--- config.mk ---
export PLATFORM = sky130hd
export DESIGN_NAME = audio_mix_top
export DESIGN_NICKNAME = d
export VERILOG_FILES = /design/src/hw/audio_pkg.sv /design/src/hw/audio_cfg_regs.sv /design/src/hw/audio_compressor.sv /design/src/hw/audio_mix_top.sv /design/src/hw/audio_presum.sv
export SDC_FILE = /design/constraint.sdc
export NUM_CORES = 1
export LEC_CHECK = 0
export BUFFER_PORTS_ARGS = -buffer_cell sky130_fd_sc_hd__buf_4
export CAP_MARGIN = 20
export CORE_MARGIN = 2
export CORE_UTILIZATION = 51
export CTS_CLUSTER_SIZE = 20
export DETAILED_ROUTE_END_ITERATION = 6
export PLACE_DENSITY = 0.79
export RECOVER_POWER = 25
export SYNTH_ARGS = -nofsm -noshare
export SYNTH_HDL_FRONTEND = slang
export SYNTH_SLANG_ARGS = --single-unit
--- constraint.sdc ---
create_clock -name clk_sys -period 6.6 [get_ports clk_sys]
set_input_delay 1.32 -clock clk_sys [delete_from_list [all_inputs] [get_ports clk_sys]]
set_output_delay 1.32 -clock clk_sys [all_outputs]
set_load 0.005 [all_outputs]
--- src/hw/audio_pkg.sv ---
// Samples are signed two's complement on one clock; the option register sits at byte address 0
`default_nettype none

package audio_pkg;

	// Sample widths along the chain
	typedef logic signed [15:0] sample_t;
	typedef logic signed [16:0] boost_t;
	typedef logic signed [17:0] sum_t;

	// Master compression mode, 2 and 3 both select the 4x curve
	typedef logic [1:0] boost_mode_t;

	localparam boost_mode_t BOOST_OFF = 2'd0;
	localparam boost_mode_t BOOST_2X  = 2'd1;

	typedef struct packed {
		logic        cd_boost;
		logic        adpcm_boost;
		boost_mode_t master;
	} audio_cfg_t;

	// Option register layout
	localparam logic [2:0] CFG_ADDR            = 3'd0;
	localparam int         CFG_CD_BOOST_BIT    = 0;
	localparam int         CFG_ADPCM_BOOST_BIT = 1;
	localparam int         CFG_MASTER_LSB      = 2;
	localparam int         CFG_MASTER_MSB      = 3;

	typedef struct packed {
		logic    valid;
		sample_t cd_left;
		sample_t cd_right;
		sample_t psg_left;
		sample_t psg_right;
		sample_t adpcm;
	} src_frame_t;

	typedef struct packed {
		logic valid;
		sum_t left;
		sum_t right;
	} sum_frame_t;

	typedef struct packed {
		logic    valid;
		sample_t left;
		sample_t right;
	} out_frame_t;

	// Wishbone classic, 32-bit data, byte address
	typedef struct packed {
		logic        cyc;
		logic        stb;
		logic        we;
		logic [2:0]  adr;
		logic [31:0] dat_w;
	} wb_req_t;

	typedef struct packed {
		logic        ack;
		logic [31:0] dat_r;
	} wb_rsp_t;

endpackage

`default_nettype wire

--- src/hw/audio_cfg_regs.sv ---
// Single register at address 0; other addresses ack, ignore writes and read zero; ack after one edge
`default_nettype none

module audio_cfg_regs (
	input  wire                  clk_sys,
	input  wire                  reset,
	input  audio_pkg::wb_req_t   wb_req,
	output audio_pkg::wb_rsp_t   wb_rsp,
	output audio_pkg::audio_cfg_t cfg
);

	import audio_pkg::*;

	audio_cfg_t  cfg_q;
	logic        ack_q;
	logic [31:0] dat_r_q;

	logic        req;
	logic        hit;
	logic [31:0] cfg_word;

	////////////////////////////////////////////////////////////////////
	// Bus decode
	////////////////////////////////////////////////////////////////////

	// New request only, the held stb during ack is not a second access
	assign req = wb_req.cyc & wb_req.stb & ~ack_q;
	assign hit = (wb_req.adr == CFG_ADDR);

	always_comb begin
		cfg_word = '0;
		cfg_word[CFG_CD_BOOST_BIT] = cfg_q.cd_boost;
		cfg_word[CFG_ADPCM_BOOST_BIT] = cfg_q.adpcm_boost;
		cfg_word[CFG_MASTER_MSB:CFG_MASTER_LSB] = cfg_q.master;
	end

	////////////////////////////////////////////////////////////////////
	// Acknowledge and option register
	////////////////////////////////////////////////////////////////////

	always_ff @(posedge clk_sys) begin
		if (reset) begin
			ack_q <= 1'b0;
			cfg_q <= '0;
		end else begin
			ack_q <= req;
			if (req && wb_req.we && hit) begin
				cfg_q.cd_boost <= wb_req.dat_w[CFG_CD_BOOST_BIT];
				cfg_q.adpcm_boost <= wb_req.dat_w[CFG_ADPCM_BOOST_BIT];
				cfg_q.master <= wb_req.dat_w[CFG_MASTER_MSB:CFG_MASTER_LSB];
			end
		end
	end

	// Read data captured on the same edge that raises ack
	always_ff @(posedge clk_sys) begin
		if (req) begin
			dat_r_q <= hit ? cfg_word : 32'd0;
		end
	end

	assign wb_rsp.ack   = ack_q;
	assign wb_rsp.dat_r = dat_r_q;
	assign cfg          = cfg_q;

endmodule

`default_nettype wire

--- src/hw/audio_compressor.sv ---
// One-cycle latency; parameters must keep (32768 - knee) / factor + offset within 16 bits
`default_nettype none

module audio_compressor #(
	parameter int COMP2_FACTOR = 4,
	parameter int COMP2_GAIN   = 2,
	parameter int COMP4_FACTOR = 8,
	parameter int COMP4_GAIN   = 4
) (
	input  wire                    clk_sys,
	input  wire                    reset,
	input  audio_pkg::sum_frame_t  sum,
	input  audio_pkg::boost_mode_t master,
	output audio_pkg::out_frame_t  out
);

	import audio_pkg::*;

	////////////////////////////////////////////////////////////////////
	// Curve constants
	////////////////////////////////////////////////////////////////////

	// Knee rounded up, 14043 and 7399 with the default curves
	localparam int COMP2_X = ((32767 * (COMP2_FACTOR - 1) - 1)
		/ (COMP2_FACTOR * COMP2_GAIN - 1)) + 1;
	localparam int COMP2_B = COMP2_X * COMP2_GAIN;

	localparam int COMP4_X = ((32767 * (COMP4_FACTOR - 1) - 1)
		/ (COMP4_FACTOR * COMP4_GAIN - 1)) + 1;
	localparam int COMP4_B = COMP4_X * COMP4_GAIN;

	logic    valid_q;
	sample_t left_q;
	sample_t right_q;

	sample_t base_l;
	sample_t base_r;

	////////////////////////////////////////////////////////////////////
	// Soft knee
	////////////////////////////////////////////////////////////////////

	// Linear gain below the knee, flattened slope above it
	function automatic logic [15:0] apply_curve(input logic [15:0] mag, input int knee,
			input int offs, input int factor, input int gain);
		int m;
		int r;
		m = int'(mag);
		if (m < knee) begin
			r = m * gain;
		end else begin
			r = ((m - knee) / factor) + offs;
		end
		return r[15:0];
	endfunction

	// Sign-magnitude handling around the curve
	function automatic sample_t compress(input sample_t v, input boost_mode_t mode);
		logic [15:0] mag;
		logic [15:0] shaped;
		mag = v[15] ? (~v + 16'd1) : v;
		if (mode == BOOST_2X) begin
			shaped = apply_curve(mag, COMP2_X, COMP2_B, COMP2_FACTOR, COMP2_GAIN);
		end else begin
			shaped = apply_curve(mag, COMP4_X, COMP4_B, COMP4_FACTOR, COMP4_GAIN);
		end
		if (mode == BOOST_OFF) begin
			return v;
		end
		return v[15] ? sample_t'(~(shaped - 16'd1)) : sample_t'(shaped);
	endfunction

	// Upper 16 bits of the 18-bit level
	assign base_l = sample_t'(sum.left[17:2]);
	assign base_r = sample_t'(sum.right[17:2]);

	////////////////////////////////////////////////////////////////////
	// Output register
	////////////////////////////////////////////////////////////////////

	always_ff @(posedge clk_sys) begin
		if (reset) begin
			valid_q <= 1'b0;
		end else begin
			valid_q <= sum.valid;
		end
	end

	always_ff @(posedge clk_sys) begin
		left_q  <= compress(base_l, master);
		right_q <= compress(base_r, master);
	end

	assign out = '{valid: valid_q, left: left_q, right: right_q};

endmodule

`default_nettype wire

--- src/hw/audio_mix_top.sv ---
// Four-cycle src to out latency, one frame per cycle; change options only with the pipeline empty
`default_nettype none

module audio_mix_top #(
	parameter int COMP2_FACTOR = 4,
	parameter int COMP2_GAIN   = 2,
	parameter int COMP4_FACTOR = 8,
	parameter int COMP4_GAIN   = 4
) (
	input  wire                    clk_sys,
	input  wire                    reset,
	input  audio_pkg::wb_req_t     wb_req,
	output audio_pkg::wb_rsp_t     wb_rsp,
	input  audio_pkg::src_frame_t  src,
	output audio_pkg::out_frame_t  out
);

	import audio_pkg::*;

	audio_cfg_t cfg;
	sum_frame_t sum_frame;

	////////////////////////////////////////////////////////////////////
	// Host options
	////////////////////////////////////////////////////////////////////

	audio_cfg_regs i_cfg_regs (
		.clk_sys (clk_sys),
		.reset   (reset),
		.wb_req  (wb_req),
		.wb_rsp  (wb_rsp),
		.cfg     (cfg)
	);

	////////////////////////////////////////////////////////////////////
	// Mixing chain
	////////////////////////////////////////////////////////////////////

	audio_presum i_presum (
		.clk_sys     (clk_sys),
		.reset       (reset),
		.src         (src),
		.cd_boost    (cfg.cd_boost),
		.adpcm_boost (cfg.adpcm_boost),
		.sum         (sum_frame)
	);

	audio_compressor #(
		.COMP2_FACTOR (COMP2_FACTOR),
		.COMP2_GAIN   (COMP2_GAIN),
		.COMP4_FACTOR (COMP4_FACTOR),
		.COMP4_GAIN   (COMP4_GAIN)
	) i_compressor (
		.clk_sys (clk_sys),
		.reset   (reset),
		.sum     (sum_frame),
		.master  (cfg.master),
		.out     (out)
	);

endmodule

`default_nettype wire

--- src/hw/audio_presum.sv ---
// Three-cycle latency, no back-pressure; option inputs act on frames already in flight
`default_nettype none

module audio_presum (
	input  wire                    clk_sys,
	input  wire                    reset,
	input  audio_pkg::src_frame_t  src,
	input  wire                    cd_boost,
	input  wire                    adpcm_boost,
	output audio_pkg::sum_frame_t  sum
);

	import audio_pkg::*;

	// Stage 1 registers
	logic    valid_1;
	sample_t cd_l_1;
	sample_t cd_r_1;
	sample_t psg_l_1;
	sample_t psg_r_1;
	boost_t  adpcm_1;

	// Stage 2 registers
	logic    valid_2;
	sum_t    pre_l_2;
	sum_t    pre_r_2;

	// Stage 3 registers
	logic    valid_3;
	sum_t    lvl_l_3;
	sum_t    lvl_r_3;

	boost_t  adpcm_boosted;

	////////////////////////////////////////////////////////////////////
	// Per-channel arithmetic
	////////////////////////////////////////////////////////////////////

	// CD twice when boosted, sums wrap at 18 bits
	function automatic sum_t channel_sum(input sample_t cd, input sample_t psg,
			input boost_t adpcm, input logic cd_dbl);
		sum_t cd_x;
		cd_x = sum_t'(cd);
		return cd_x + (cd_dbl ? cd_x : sum_t'(0)) + sum_t'(psg) + sum_t'(adpcm);
	endfunction

	// Five quarters unless CD boost already raised the level
	function automatic sum_t level_scale(input sum_t pre, input logic cd_dbl);
		return cd_dbl ? pre : pre + (pre >>> 2);
	endfunction

	// ADPCM plus a quarter of itself
	assign adpcm_boosted = boost_t'(src.adpcm)
		+ (adpcm_boost ? boost_t'(src.adpcm >>> 2) : boost_t'(0));

	////////////////////////////////////////////////////////////////////
	// Valid pipeline
	////////////////////////////////////////////////////////////////////

	always_ff @(posedge clk_sys) begin
		if (reset) begin
			valid_1 <= 1'b0;
			valid_2 <= 1'b0;
			valid_3 <= 1'b0;
		end else begin
			valid_1 <= src.valid;
			valid_2 <= valid_1;
			valid_3 <= valid_2;
		end
	end

	////////////////////////////////////////////////////////////////////
	// Data pipeline
	////////////////////////////////////////////////////////////////////

	always_ff @(posedge clk_sys) begin
		cd_l_1  <= src.cd_left;
		cd_r_1  <= src.cd_right;
		psg_l_1 <= src.psg_left;
		psg_r_1 <= src.psg_right;
		adpcm_1 <= adpcm_boosted;

		pre_l_2 <= channel_sum(cd_l_1, psg_l_1, adpcm_1, cd_boost);
		pre_r_2 <= channel_sum(cd_r_1, psg_r_1, adpcm_1, cd_boost);

		lvl_l_3 <= level_scale(pre_l_2, cd_boost);
		lvl_r_3 <= level_scale(pre_r_2, cd_boost);
	end

	assign sum = '{valid: valid_3, left: lvl_l_3, right: lvl_r_3};

endmodule

`default_nettype wire
### After elaboration in Yosys (flattened, before gate mapping)

Cells that the tools add are included.

| storage, ports and cells | value |
|---|---|
| ROM bits | 0 |
| register bits after elaboration | 226 |
| input bits | 121 |
| latch bits | 0 |
| word-level logic and storage cells | 90 |
| memories | 0 |
| memory bits (writable) | 0 |

| operators by class | value |
|---|---|
| multipliers | 0 |
| reduce and logical (&&, ||, !) cells | 8 |
| bitwise gates (word level) | 11 |
| add/sub/neg operators | 25 |
| divide/modulo/power cells | 0 |
| shifts and indexed selects | 0 |
| mux-type cells | 20 |
| equality and inequality tests | 1 |
| magnitude comparators | 4 |

Operators with widths:

| operator | count |
|---|---|
| $mux 16 | 14 |
| $add 18x16->18 | 4 |
| $mux 18 | 4 |
| $add 16x1->16 | 4 |
| $add 16x16->16 const B | 4 |
| $not 16->16 | 4 |
| $add 16x18->18 | 2 |
| $add 18x17->18 | 2 |
| $sub 16x13->17 const B | 2 |
| $sub 16x14->17 const B | 2 |
| $add 16x1->16 const B | 2 |
| $lt 16x13->1 const B | 2 |
| $lt 16x14->1 const B | 2 |
| $sub 16x1->16 const B | 2 |
| $add 16x17->17 | 1 |
| $mux 17 | 1 |
| $and 1x1->1 | 6 |
| $reduce_or 3->1 | 2 |
| $reduce_or 2->1 | 2 |
| $logic_not 3->1 | 1 |
| $eq 2x1->1 const B | 1 |
| $logic_and 1x1->1 | 2 |
| $logic_not 2->1 | 1 |
| $mux 1 | 1 |
| $not 1->1 | 1 |

### Depth between registers and ports, before layout

Gate-level depths: netlist (run 1).

| depth | value |
|---|---|
| depth in word-level cells | 14 |
| mapped depth | 25 |
| mapped depth without buffers | 22 |

### Modules after synthesis

Synthesis (run 1) repeated with hierarchy kept, for this count alone.

| second synthesis, totals | value |
|---|---|
| cell total of the unflattened synthesis | 2,034 |
| area total of the unflattened synthesis | 16,697.3 µm² |

Modules (own cells, without submodules):

| module | seq. area each (µm²) | cells an instance | area each (µm²) | times used |
|---|---|---|---|---|
| audio_presum | 3,123.0 | 954 | 9,056.2 | 1 |
| audio_compressor | 660.6 | 1,020 | 7,041.8 | 1 |
| audio_cfg_regs | 220.2 | 60 | 599.3 | 1 |

### Least setup slack after synthesis (run 1)

No wires, ideal clock.

| path | value |
|---|---|
| kind | register -> register |
| start | register i_presum.lvl_r_3[3] |
| end | register i_compressor.right_q[13] |
| setup time | 0.133 ns |
| path slack | 1.182 ns |
| buffers on the path | 5 |
| data arrival time | 5.286 ns |
| required time | 6.467 ns |
| period minus slack after synthesis | 5.418 ns |
| cell stages (with the launch flop) | 25 |
| path through | dfxtp_1 clkbuf_1 inv_1 ha_1 buf_2 buf_1 a41oi_1 o2bb2ai_1 nor3_1 o21ai_1 buf_2 nor2_1 ha_1 ha_1 clkbuf_1 xnor2_1 xnor2_1 xnor2_1 o311ai_0 o31ai_1 nor3_1 nand4_1 o31ai_1 xor2_1 a21oi_1 |

| between the ends | value |
|---|---|
| cells in the longest elaborated chain, start to end | 14 |
| elaborated cells between the ends (all ways) | 22 |

RTL lines:

| what | line | text |
|---|---|---|
| start, declared | audio_presum.sv:31 | `sum_t lvl_r_3;` |
| start signal, assigned | audio_presum.sv:87 | `lvl_r_3 <= level_scale(pre_r_2, cd_boost);` |
| $not 16->16 | audio_compressor.sv:61 | `mag = v[15] ? (~v + 16'd1) : v;` |
| $add 16x1->16 | audio_compressor.sv:61 |  |
| $mux 16 * | audio_compressor.sv:61 |  |
| $sub 16x13->17 or $sub 16x14->17 (tied branches) | audio_compressor.sv:52 | `r = ((m - knee) / factor) + offs;` |
| $reduce_or 3->1 (no line) or $reduce_or 2->1 (tied branches) | - |  |
| $and 1x1->1 (no line) | - |  |
| $add 16x1->16 (no line) | - |  |
| $add 16x16->16 | audio_compressor.sv:52 |  |
| $mux 16 | audio_compressor.sv:49 | `if (m < knee) begin` |
| $mux 16 * | audio_compressor.sv:62 | `if (mode == BOOST_2X) begin` |
| $sub 16x1->16 | audio_compressor.sv:70 | `return v[15] ? sample_t'(~(shaped - 16'd1)) : sample_t'(shaped);` |
| $not 16->16 | audio_compressor.sv:70 |  |
| $mux 16 * (2 in series) | audio_compressor.sv:70 |  |
| end signal, assigned | audio_compressor.sv:91 | `right_q <= compress(base_r, master);` |
| end, declared | audio_compressor.sv:34 | `sample_t right_q;` |

Every way passes the cells marked *; elsewhere a longest branch is shown, timed or not.
A chain may end at the register's enable or synchronous reset.

### Worst setup path after layout (run 1)

| path | value |
|---|---|
| start | register i_presum.lvl_l_3[2] |
| end | register i_compressor.left_q[15] |

| between the ends | value |
|---|---|
| cells in the longest elaborated chain, start to end | 14 |
| elaborated cells between the ends (all ways) | 22 |

RTL lines:

| what | line | text |
|---|---|---|
| start, declared | audio_presum.sv:30 | `sum_t lvl_l_3;` |
| start signal, assigned | audio_presum.sv:86 | `lvl_l_3 <= level_scale(pre_l_2, cd_boost);` |
| $not 16->16 | audio_compressor.sv:61 |  |
| $add 16x1->16 | audio_compressor.sv:61 |  |
| $mux 16 * | audio_compressor.sv:61 |  |
| $sub 16x13->17 or $sub 16x14->17 (tied branches) | audio_compressor.sv:52 |  |
| $reduce_or 3->1 (no line) or $reduce_or 2->1 (tied branches) | - |  |
| $and 1x1->1 (no line) | - |  |
| $add 16x1->16 (no line) | - |  |
| $add 16x16->16 | audio_compressor.sv:52 |  |
| $mux 16 | audio_compressor.sv:49 |  |
| $mux 16 * | audio_compressor.sv:62 |  |
| $sub 16x1->16 | audio_compressor.sv:70 |  |
| $not 16->16 | audio_compressor.sv:70 |  |
| $mux 16 * (2 in series) | audio_compressor.sv:70 |  |
| end signal, assigned | audio_compressor.sv:90 | `left_q <= compress(base_l, master);` |
| end, declared | audio_compressor.sv:33 | `sample_t left_q;` |

Marked as above.

==> qor.csv, run 1 <==
stage,metric,value,unit
logic_synthesis,seq_area_frac_synth,25.3,%
clocking,clkSinkCount,194,
floorplanning,die_x,178,um
worst_setup_path,cp-end-kind,register,
logic_synthesis,synth_ff_type,dfxtp_1,
pwr,vdd_ir_drop_max,307,uV
placed_design,io_buffers,130,
route,drt-vias-per-instance,6.02,
clocking,cts_tree,yes,
sta,tns,0,ns
clocking,clk_pin_slew,0.08,ns
floorplanning,core,0.0298,mm2
logic_synthesis,synth.largest_area_cell,dfxtp_1,
flow_run,max_cap_viol_count,0,
logic_synthesis,synth_top_family_by_area,compound AO/OA/AOI/OAI gates,
logic_synthesis,synthesis.area,0.0155,mm2
sta,fmax,169,MHz
worst_setup_path,r2r_cells,20,
floorplanning,initial_utilization,52.1,%
cells_and_area,drive_above_1_share,15.1,%
logic_synthesis,synth_top_area_share,24.5,%
global_route,gr-max-usage-layer,met2,
logic_synthesis,synthAdderAreaFrac,16.7,%
clocking,hold_buffers,0,
logic_synthesis,synth-simple-area-share,20.7,%
route,avgRoutedWirePerCell,18.5,um
pwr,powerDensity,636,mW/mm2
min_path,hold_path_class,reg2reg,
clocking,cts_resized,0,
worst_setup_path,worstReg2RegEnd,i_compressor.left_q[15],
route,dr.first_iter.drc_count,1280,
clocking,cts_buffers,17,
global_route,grt_max_degree,45,
sta,slew_viol_final,0,
worst_setup_path,r2r-start,i_presum.lvl_l_3[2],
cells_and_area,fin_util,58.9,%
logic_synthesis,synth_xor_area_share,8.05,%
global_route,overflow,0,
global_route,use_met1,37.0,%
sta,tightest_slew,1.12,ns
worst_setup_path,crit_start,i_presum.lvl_l_3[2],
global_route,antenna_found_initial,0,
clocking,postCtsSetupRepairBufs,0,
sta,slew_headroom,24.5,%
clocking,cts_max_level,4,
sta,hold_ws,0.447,ns
sta,min_period_over_period,89.7,%
cells_and_area,fillCellCount,2642,
floorplanning,row_count,63,
worst_setup_path,critPathLaunchType,register,
logic_synthesis,ys_top_cells_by_area,"dfxtp_1 25%, fa_1 8.9%, ha_1 7.8%",
logic_synthesis,async_flop_share,0,%
route,antenna_left,0,
cells_and_area,reg_top3,"i_presum.pre_l_2 x18, i_presum.pre_r_2 x18, i_presum.adpcm_1 x17",
worst_setup_path,critPathCapture,i_compressor.left_q[15],
sta,timing.final.ws_setup,0.679,ns
placed_design,dp_hpwl,34.2,mm
cells_and_area,stdcell_count,2341,
worst_setup_path,r2r_setup_slack,0.68,ns
route,finalWirelength,43.4,mm
worst_setup_path,cp_max_fo,11,
logic_synthesis,synth-edff-count,4,
worst_setup_path,required,6.97,ns
placed_design,dpl_worst_slack,0.794,ns
sta,fin_crit,5.92,ns
logic_synthesis,syn_inst,1809,
pwr,finalPower,11.2,mW
global_route,grt_pass1_vias,13800,
logic_synthesis,avgSynthCellArea,8.58,um2
global_route,grt_pass1_wl,70.4,mm
clocking,cts_max_path_buffers,2,
route,drc,0,
route,firstDrtPassIters,7,
global_route,grt_use_met3,5.16,%
cells_and_area,diodes,0,
cells_and_area,syn_to_final_growth,13.2,%
logic_synthesis,muxShareOfSynthArea,1.77,%
sta,rsz0062_at_grt,false,
floorplanning,die_y,178,um
floorplanning,dieArea,0.0318,mm2
logic_synthesis,ys_types,102,
global_route,met2_usage,46.7,%
clocking,cts_root_buffer,clkbuf_16,
cells_and_area,final_nets,2225,
sta,setup_violations,0,
global_route,grtUsageTotal,27.8,%
placed_design,dpl.cell_count,2309,
logic_synthesis,synth_compound_area_share,21.9,%
route,vias,14100,
placed_design,place.gp.congestion,0.942,
sta,fin_worst_skew,0.0148,ns
floorplanning,ios,187,
sta,hold_viol_final,0,
placed_design,placed_area,0.0170,mm2
logic_synthesis,yosys_register_bits,194,
status,outcome,"complete, no violations",
logic_synthesis,yosysWarnings,0,
worst_setup_path,arrival,6.30,ns
clocking,clkLatencyLatePin,0.45,ns
worst_setup_path,critPathKind,reg2reg,
cells_and_area,postLayoutCellArea,0.0176,mm2
pwr,p_leak,7.38,nW
report_power, final:
part           total [mW]  switching, mW  internal, mW
sequential           2.03          0.470          1.56
combinational        8.12           4.77          3.35
clock                1.03          0.521         0.507
total                11.2           5.76          5.42
layer usage:
metal  up-vias  share of wire (%)
met5         -                  0
met2       533                 47
met3        46                7.3
met4         0                1.5
met1      6737                 44
li1       6774                  -
cells in the mapped netlist, types with 7 or more instances:
library cell	number
mux2i_1	24
nor3_1	43
o21ai_0	109
nor3b_1	9
and4_1	10
a21oi_1	99
nand3_1	47
inv_1	64
fa_1	69
nor2_1	158
o2111ai_1	7
a21o_1	17
o21ai_1	13
nor2b_1	32
a22oi_1	8
clkbuf_1	55
buf_4	37
and3_1	18
and2_1	57
a211o_1	9
buf_2	18
a32oi_1	7
o31ai_1	18
dfxtp_1	190
nand4_1	24
a21boi_0	14
a41o_1	7
or2_2	15
a211oi_1	17
a41oi_1	9
or4_1	13
xor2_1	40
nand2_1	112
o211ai_1	22
a31oi_1	16
o21bai_1	8
nor4_1	14
xnor2_1	100
or3_1	17
o22ai_1	17
nand2b_1	15
ha_1	97
cell usage in the layout (no fill, tap or decap), types with 13 or more instances in the layout:
cell,count
a211oi_1,17
a21boi_0,14
a21o_1,17
a21oi_1,99
a31oi_1,16
and2_1,57
and3_1,18
buf_4,140
clkbuf_16,17
clkbuf_4,58
conb_1,28
dfxtp_1,189
fa_1,69
ha_1,97
inv_1,64
mux2i_1,24
nand2_1,112
nand2b_1,15
nand3_1,47
nand4_1,24
nor2_1,157
nor2b_1,32
nor3_1,43
nor4_1,14
o211ai_1,22
o21ai_0,109
o21ai_1,13
o22ai_1,17
o31ai_1,18
or2_2,15
or3_1,17
or4_1,13
xnor2_1,100
xor2_1,40
worst min-delay path by stage:
stage,startpoint,endpoint,slack (ns),cells past startpoint
after floorplan,i_presum.valid_3,i_compressor.valid_q,0.41,1
after global placement,i_presum.valid_2,i_presum.valid_3,0.42,1
after detailed placement,i_presum.valid_3,i_compressor.valid_q,0.43,1
after CTS,i_presum.valid_3,i_compressor.valid_q,0.45,1
after global routing,i_presum.valid_2,i_presum.valid_3,0.46,1
final,i_presum.valid_3,i_compressor.valid_q,0.45,1
final cells by class:
class / count / area [um2] / share of cell area, %
clock buffers: 17 / 425 / 2.42
clock inverters: 15 / 161 / 0.919
inverters: 65 / 244 / 1.39
multi-input cells: 1461 / 10800 / 61.7
flip-flops and latches: 194 / 3930 / 22.3
well taps: 390 / 488 / 2.78
repair buffers: 199 / 1490 / 8.48
kinds of logic (layout without fill, tap and decap cells):
family,after synthesis,count (layout)
compound gates,489,489
xor+xnor,141,141
fa+ha+maj,166,166
buf+inv,181,296
flops,194,194
mux,27,27
other cells,1,28
simple gates,610,610
worst max-delay path: stages (launching register included):
cell	delay, ns
dfxtp_1	0.57
inv_1	0.15
ha_1	0.34
nor4bb_1	0.19
a32o_1	0.33
nor2_1	0.58
o311a_1	0.43
o21ai_1	0.11
nor2_1	0.11
ha_1	0.18
ha_1	0.25
o31ai_1	0.14
nor4_1	0.38
a221oi_1	0.15
mux2_2	0.31
or3_1	0.31
a32oi_1	0.33
o2111ai_1	0.30
buf_4	0.24
o41ai_2	0.29
xor2_1	0.16
No activity file was read; power rests on OpenSTA's default activity.
==> run 2, diff against run 1 <==
Settings changed: RECOVER_POWER 25 to 100.
==> run 2 against run 1 <==
Effect of this change: design area down 0.42%; total power down 0.49%; die area unchanged; critical endpoint is now i_compressor.right_q[7]; highest routed layer unchanged; routed wire length fell by 0.18%; register-to-register slack worse by 0.14 ns; first-iteration DRC count down 2.8%; largest cell class unchanged; clock skew is 0.00070 ns lower; cell count did not move.
==> qor.csv, run 2 (same netlist as run 1, synthesis figures left out) <==
stage,metric,value,unit
cells_and_area,final_common_cell,dfxtp_1,
floorplanning,row_count,63,
route,antenna_left,0,
worst_setup_path,cp_slowest_stage_delay,0.57,ns
cells_and_area,drive_above_1_share,13.9,%
clocking,clk_pin_slew,0.09,ns
worst_setup_path,arrival,6.37,ns
pwr,powerDensity,636,mW/mm2
global_route,antenna_found_initial,0,
route,dr.first_iter.drc_count,1244,
sta,fin_crit,6.06,ns
worst_setup_path,required,6.91,ns
pwr,finalPower,11.1,mW
clocking,cts_max_path_buffers,2,
cells_and_area,layout_common_cells,"190 x dfxtp_1, 157 x nor2_1, 112 x nand2_1, 111 x o21ai_0, 100 x xnor2_1",
status,outcome,"complete, no violations",
clocking,cts_max_level,4,
placed_design,dp_hpwl,34.2,mm
worst_setup_path,critPathBufInv,7,
clocking,cts_root_buffer,clkbuf_16,
clocking,clkSinkCount,194,
floorplanning,dieArea,0.0318,mm2
sta,tns,0,ns
route,finalWirelength,43.3,mm
placed_design,io_buffers,130,
sta,slew_headroom,1.77,%
sta,rsz0062_at_grt,false,
min_path,hold_path_class,reg2reg,
sta,fmax,165,MHz
floorplanning,die_y,178,um
clocking,postCtsSetupRepairBufs,0,
global_route,grtUsageTotal,27.8,%
pwr,p_leak,7.29,nW
floorplanning,core,0.0298,mm2
global_route,overflow,0,
worst_setup_path,cp-end-kind,register,
placed_design,placed_area,0.0170,mm2
sta,tightest_slew,1.47,ns
cells_and_area,reg_top3,"i_presum.pre_l_2 x18, i_presum.pre_r_2 x18, i_presum.adpcm_1 x17",
clocking,hold_buffers,0,
global_route,grt_pass1_vias,13800,
clocking,clkLatencyLatePin,0.45,ns
sta,min_period_over_period,91.8,%
clocking,cts_resized,0,
sta,timing.final.ws_setup,0.543,ns
cells_and_area,diodes,0,
route,drt-vias-per-instance,6.00,
worst_setup_path,critPathKind,reg2reg,
sta,setup_violations,0,
floorplanning,die_x,178,um
flow_run,max_cap_viol_count,0,
global_route,grt_max_degree,45,
cells_and_area,syn_to_final_growth,12.7,%
pwr,vdd_ir_drop_max,304,uV
route,firstDrtPassIters,5,
route,avgRoutedWirePerCell,18.5,um
worst_setup_path,critPathLaunchType,register,
worst_setup_path,path_cells,inv_1 > ha_1 > clkbuf_1 > or3b_2 > o21ai_0 > nand4_1 > o221a_1 > a211o_1 > nor2_1 > ha_1 > inv_1 > a2111oi_0 > buf_4 > a31oi_1 > xnor2_1 > nor3b_1 > o31ai_1 > nor3_1 > buf_4 > buf_4 > a31oi_1 > xor2_1 > buf_4 > a21oi_1,
sta,slew_viol_final,0,
worst_setup_path,crit_top_cell,buf_4,
cells_and_area,postLayoutCellArea,0.0175,mm2
placed_design,place.gp.congestion,0.942,
worst_setup_path,crit_family,compound AO/OA/AOI/OAI gates,
cells_and_area,final_nets,2225,
clocking,cts_tree,yes,
worst_setup_path,cp_max_fo,17,
floorplanning,ios,187,
route,vias,14000,
floorplanning,initial_utilization,52.1,%
clocking,cts_buffers,17,
sta,hold_viol_final,0,
placed_design,dpl_worst_slack,0.794,ns
worst_setup_path,slowest_stage,clkbuf_1,
sta,fin_worst_skew,0.0141,ns
route,drc,0,
global_route,grt_pass1_wl,70.4,mm
run 2: metrics by stage:
step                      hold WS, ns  instances  util, %
after floorplan                 0.414       1836        -
after global placement          0.418       2309     57.0
after detailed placement        0.434       2309     57.0
after CTS                       0.452       2341     59.0
after global routing            0.462       2341     58.7
final                           0.446       2341     58.7
run 2: path summary, 6_finish.rpt:
| path | from | to | slack [ns] | depth (start not counted) |
|---|---|---|---|---|
| min reg2reg | i_presum.valid_2 | i_presum.valid_3 | 0.45 | 1 |
| max | i_presum.lvl_r_3[3] | i_compressor.right_q[7] | 0.54 | 24 |
| min | i_presum.valid_2 | i_presum.valid_3 | 0.45 | 1 |
| max reg2reg | i_presum.lvl_r_3[3] | i_compressor.right_q[7] | 0.54 | 24 |
run 2: power by group:
part           total (mW)  internal, mW  switching, mW
Sequential           2.02          1.56          0.466
Combinational        8.07          3.31           4.76
Clock                1.03         0.507          0.519
run 2: routing by layer:
layer | global-route usage (%) | up-vias | wire length, um
li1 | - | 6775 | -
met1 | 37.0 | 6704 | 19200
met2 | 46.7 | 518 | 20400
met3 | 5.16 | 49 | 3000
met4 | 6.54 | 0 | 645
met5 | 0 | - | 0
run 2: cell type report:
class | count | area, um2
Tap cell | 390 | 488
Clock buffer | 17 | 425
Timing Repair Buffer | 199 | 1430
Clock inverter | 15 | 161
Sequential cell | 194 | 3920
Multi-Input combinational cell | 1461 | 10800
Inverter | 65 | 244
Fill cell | 2670 | 12300
==> run 3, diff against run 2 <==
Settings changed: BUFFER_PORTS_ARGS -buffer_cell sky130_fd_sc_hd__buf_4 to not set, DONT_BUFFER_PORTS set to 1, PLACE_DENSITY 0.79 to 0.74.
==> run 3 against run 2 <==
Effect of this change: the flow now finishes with violations (capacitance limit, slew limit); global-route usage down 1.2 points; die area is the same; design area decreased by 5.9%; register-to-register slack got worse by 0.02 ns; hold slack worse by 0.0081 ns; critical endpoint is now i_compressor.right_q[13].
==> qor.csv, run 3 (same netlist as run 1, synthesis figures left out) <==
stage,metric,value,unit
worst_setup_path,arrival,6.36,ns
route,drt-vias-per-instance,6.14,
worst_setup_path,crit_top_cell,a21oi_1,
route,firstDrtPassIters,5,
sta,hold_viol_final,0,
clocking,clk_pin_slew,0.08,ns
clocking,cts_root_buffer,clkbuf_16,
floorplanning,core,0.0298,mm2
route,drc,0,
clocking,hold_buffers,0,
cells_and_area,drive_above_1_share,7.76,%
route,antenna_left,0,
clocking,clkLatencyLatePin,0.46,ns
sta,slew_viol_final,50,
clocking,cts_resized,0,
cells_and_area,fillCellCount,2723,
route,finalWirelength,42.1,mm
worst_setup_path,required,6.88,ns
worst_setup_path,r2r_setup_slack,0.52,ns
status,outcome,"complete, but fails checks",
sta,tns,0,ns
sta,fin_worst_skew,0.0175,ns
cells_and_area,reg_top3,"i_presum.pre_l_2 x18, i_presum.pre_r_2 x18, i_presum.adpcm_1 x17",
global_route,grt_max_degree,50,
sta,setup_violations,0,
sta,fin_crit,6.08,ns
cells_and_area,final_common_cell,dfxtp_1,
floorplanning,row_count,63,
min_path,hold_path_class,reg2reg,
floorplanning,die_y,178,um
clocking,cts_buffers,17,
global_route,grtUsageTotal,26.6,%
floorplanning,initial_utilization,52.1,%
global_route,grt_pass1_wl,66.6,mm
worst_setup_path,critPathLaunchType,register,
worst_setup_path,cp_max_fo,13,
sta,hold_ws,0.438,ns
floorplanning,die_x,178,um
worst_setup_path,path_cells,or4_4 > o41ai_2 > and2_1 > a211oi_1 > a211o_1 > nor2_1 > ha_1 > inv_1 > a2111oi_1 > nand3_1 > a21oi_1 > o21ai_0 > o2bb2ai_1 > nor3_1 > nand4_1 > o31ai_1 > xor2_1 > a21oi_1,
worst_setup_path,cp_slowest_stage_delay,0.77,ns
sta,rsz0062_at_grt,false,
cells_and_area,syn_to_final_growth,6.07,%
clocking,cts_max_path_buffers,2,
sta,fmax,164,MHz
worst_setup_path,cp-end-kind,register,
cells_and_area,final_nets,2079,
placed_design,io_buffers,0,
clocking,cts_max_level,4,
status,failed_checks,"capacitance limit, slew limit",
clocking,clkSinkCount,194,
sta,slew_headroom,-11.7,%
clocking,cts_tree,yes,
placed_design,dpl.cell_count,2163,
floorplanning,dieArea,0.0318,mm2
worst_setup_path,critPathKind,reg2reg,
placed_design,dp_hpwl,33.0,mm
route,vias,13500,
worst_setup_path,slowest_stage,a2111oi_1,
placed_design,place.gp.congestion,1.02,
sta,min_period_over_period,92.1,%
global_route,grt_pass1_vias,12900,
route,avgRoutedWirePerCell,19.2,um
global_route,antenna_found_initial,2,
sta,tightest_slew,1.68,ns
global_route,overflow,0,
route,dr.first_iter.drc_count,1342,
flow_run,max_cap_viol_count,1,
cells_and_area,layout_common_cells,"190 x dfxtp_1, 157 x nor2_1, 112 x o21ai_0, 112 x nand2_1, 100 x xnor2_1",
floorplanning,ios,187,
clocking,postCtsSetupRepairBufs,0,
cells_and_area,stdcell_count,2196,
[run 3: changes by cell type in the layout (fill, tap and decap cells not counted), moves of 2 or more]
cell,previous run,this run
clkbuf_4,94,0
buf_4,87,51
clkbuf_1,18,2
o41ai_1,5,8
o41ai_2,5,2
bufinv_16,0,2
clkbuf_8,0,2
clkinv_2,2,0
clkinv_4,3,1
clkinv_8,4,2
clkinvlp_4,0,2
inv_8,3,1
[run 3: worst max-delay path, delay by kind of cell (launching register included)]
kind / cells / cell delay (ns)
adders and majority gates: 1 / 0.18
AOI/OAI and AO/OA: 9 / 2.78
buffers and inverters: 1 / 0.09
xor gates and xnor gates: 1 / 0.18
DFF: 1 / 0.44
and+or+nand+nor: 6 / 2.26
[run 3: worst paths after layout]
| kind | from | end | depth (start not counted) |
|---|---|---|---|
| hold reg to reg | i_presum.valid_3 | i_compressor.valid_q | 1 |
| setup / recovery | i_presum.lvl_r_3[5] | i_compressor.right_q[13] | 18 |
| hold / removal | i_presum.valid_3 | i_compressor.valid_q | 1 |
| setup reg to reg | i_presum.lvl_r_3[5] | i_compressor.right_q[13] | 18 |
[run 3: final cells by class]
cell class / instances / area, um2 / share of cell area, %
timing repair buffer: 53 / 390 / 2.37
sequential: 194 / 3920 / 23.8
clock buffer: 19 / 453 / 2.75
tap: 390 / 488 / 2.96
antenna: 1 / 2.50 / 0.0152
inverter: 65 / 244 / 1.48
clock inverter: 13 / 169 / 1.03
multi-input combinational: 1461 / 10800 / 65.6
[run 3: per-stage QoR]
step / utilization [%] / cell area, um2 / worst slack [ns]
after floorplan: - / 15600 / 1.18
after global placement: 53.3 / 15900 / 0.846
after detailed placement: 53.3 / 15900 / 0.684
after CTS: 55.4 / 16500 / 0.637
after global routing: 55.3 / 16500 / 0.0583
final: 55.3 / 16500 / 0.519
[run 3: layer usage]
| layer | GRT usage [%] | wire (um) | vias to the layer above |
|---|---|---|---|
| met1 | 35.3 | 18500 | 6384 |
| met4 | 9.69 | 1170 | 2 |
| met3 | 6.14 | 3500 | 80 |
| met2 | 42.3 | 18900 | 557 |
| met5 | 0 | 16 | - |
| li1 | - | - | 6471 |
Power of run 3 is left out: the tool's default activity adds up to more than one toggle a clock period on the data nets, which glitch-free logic cannot reach.
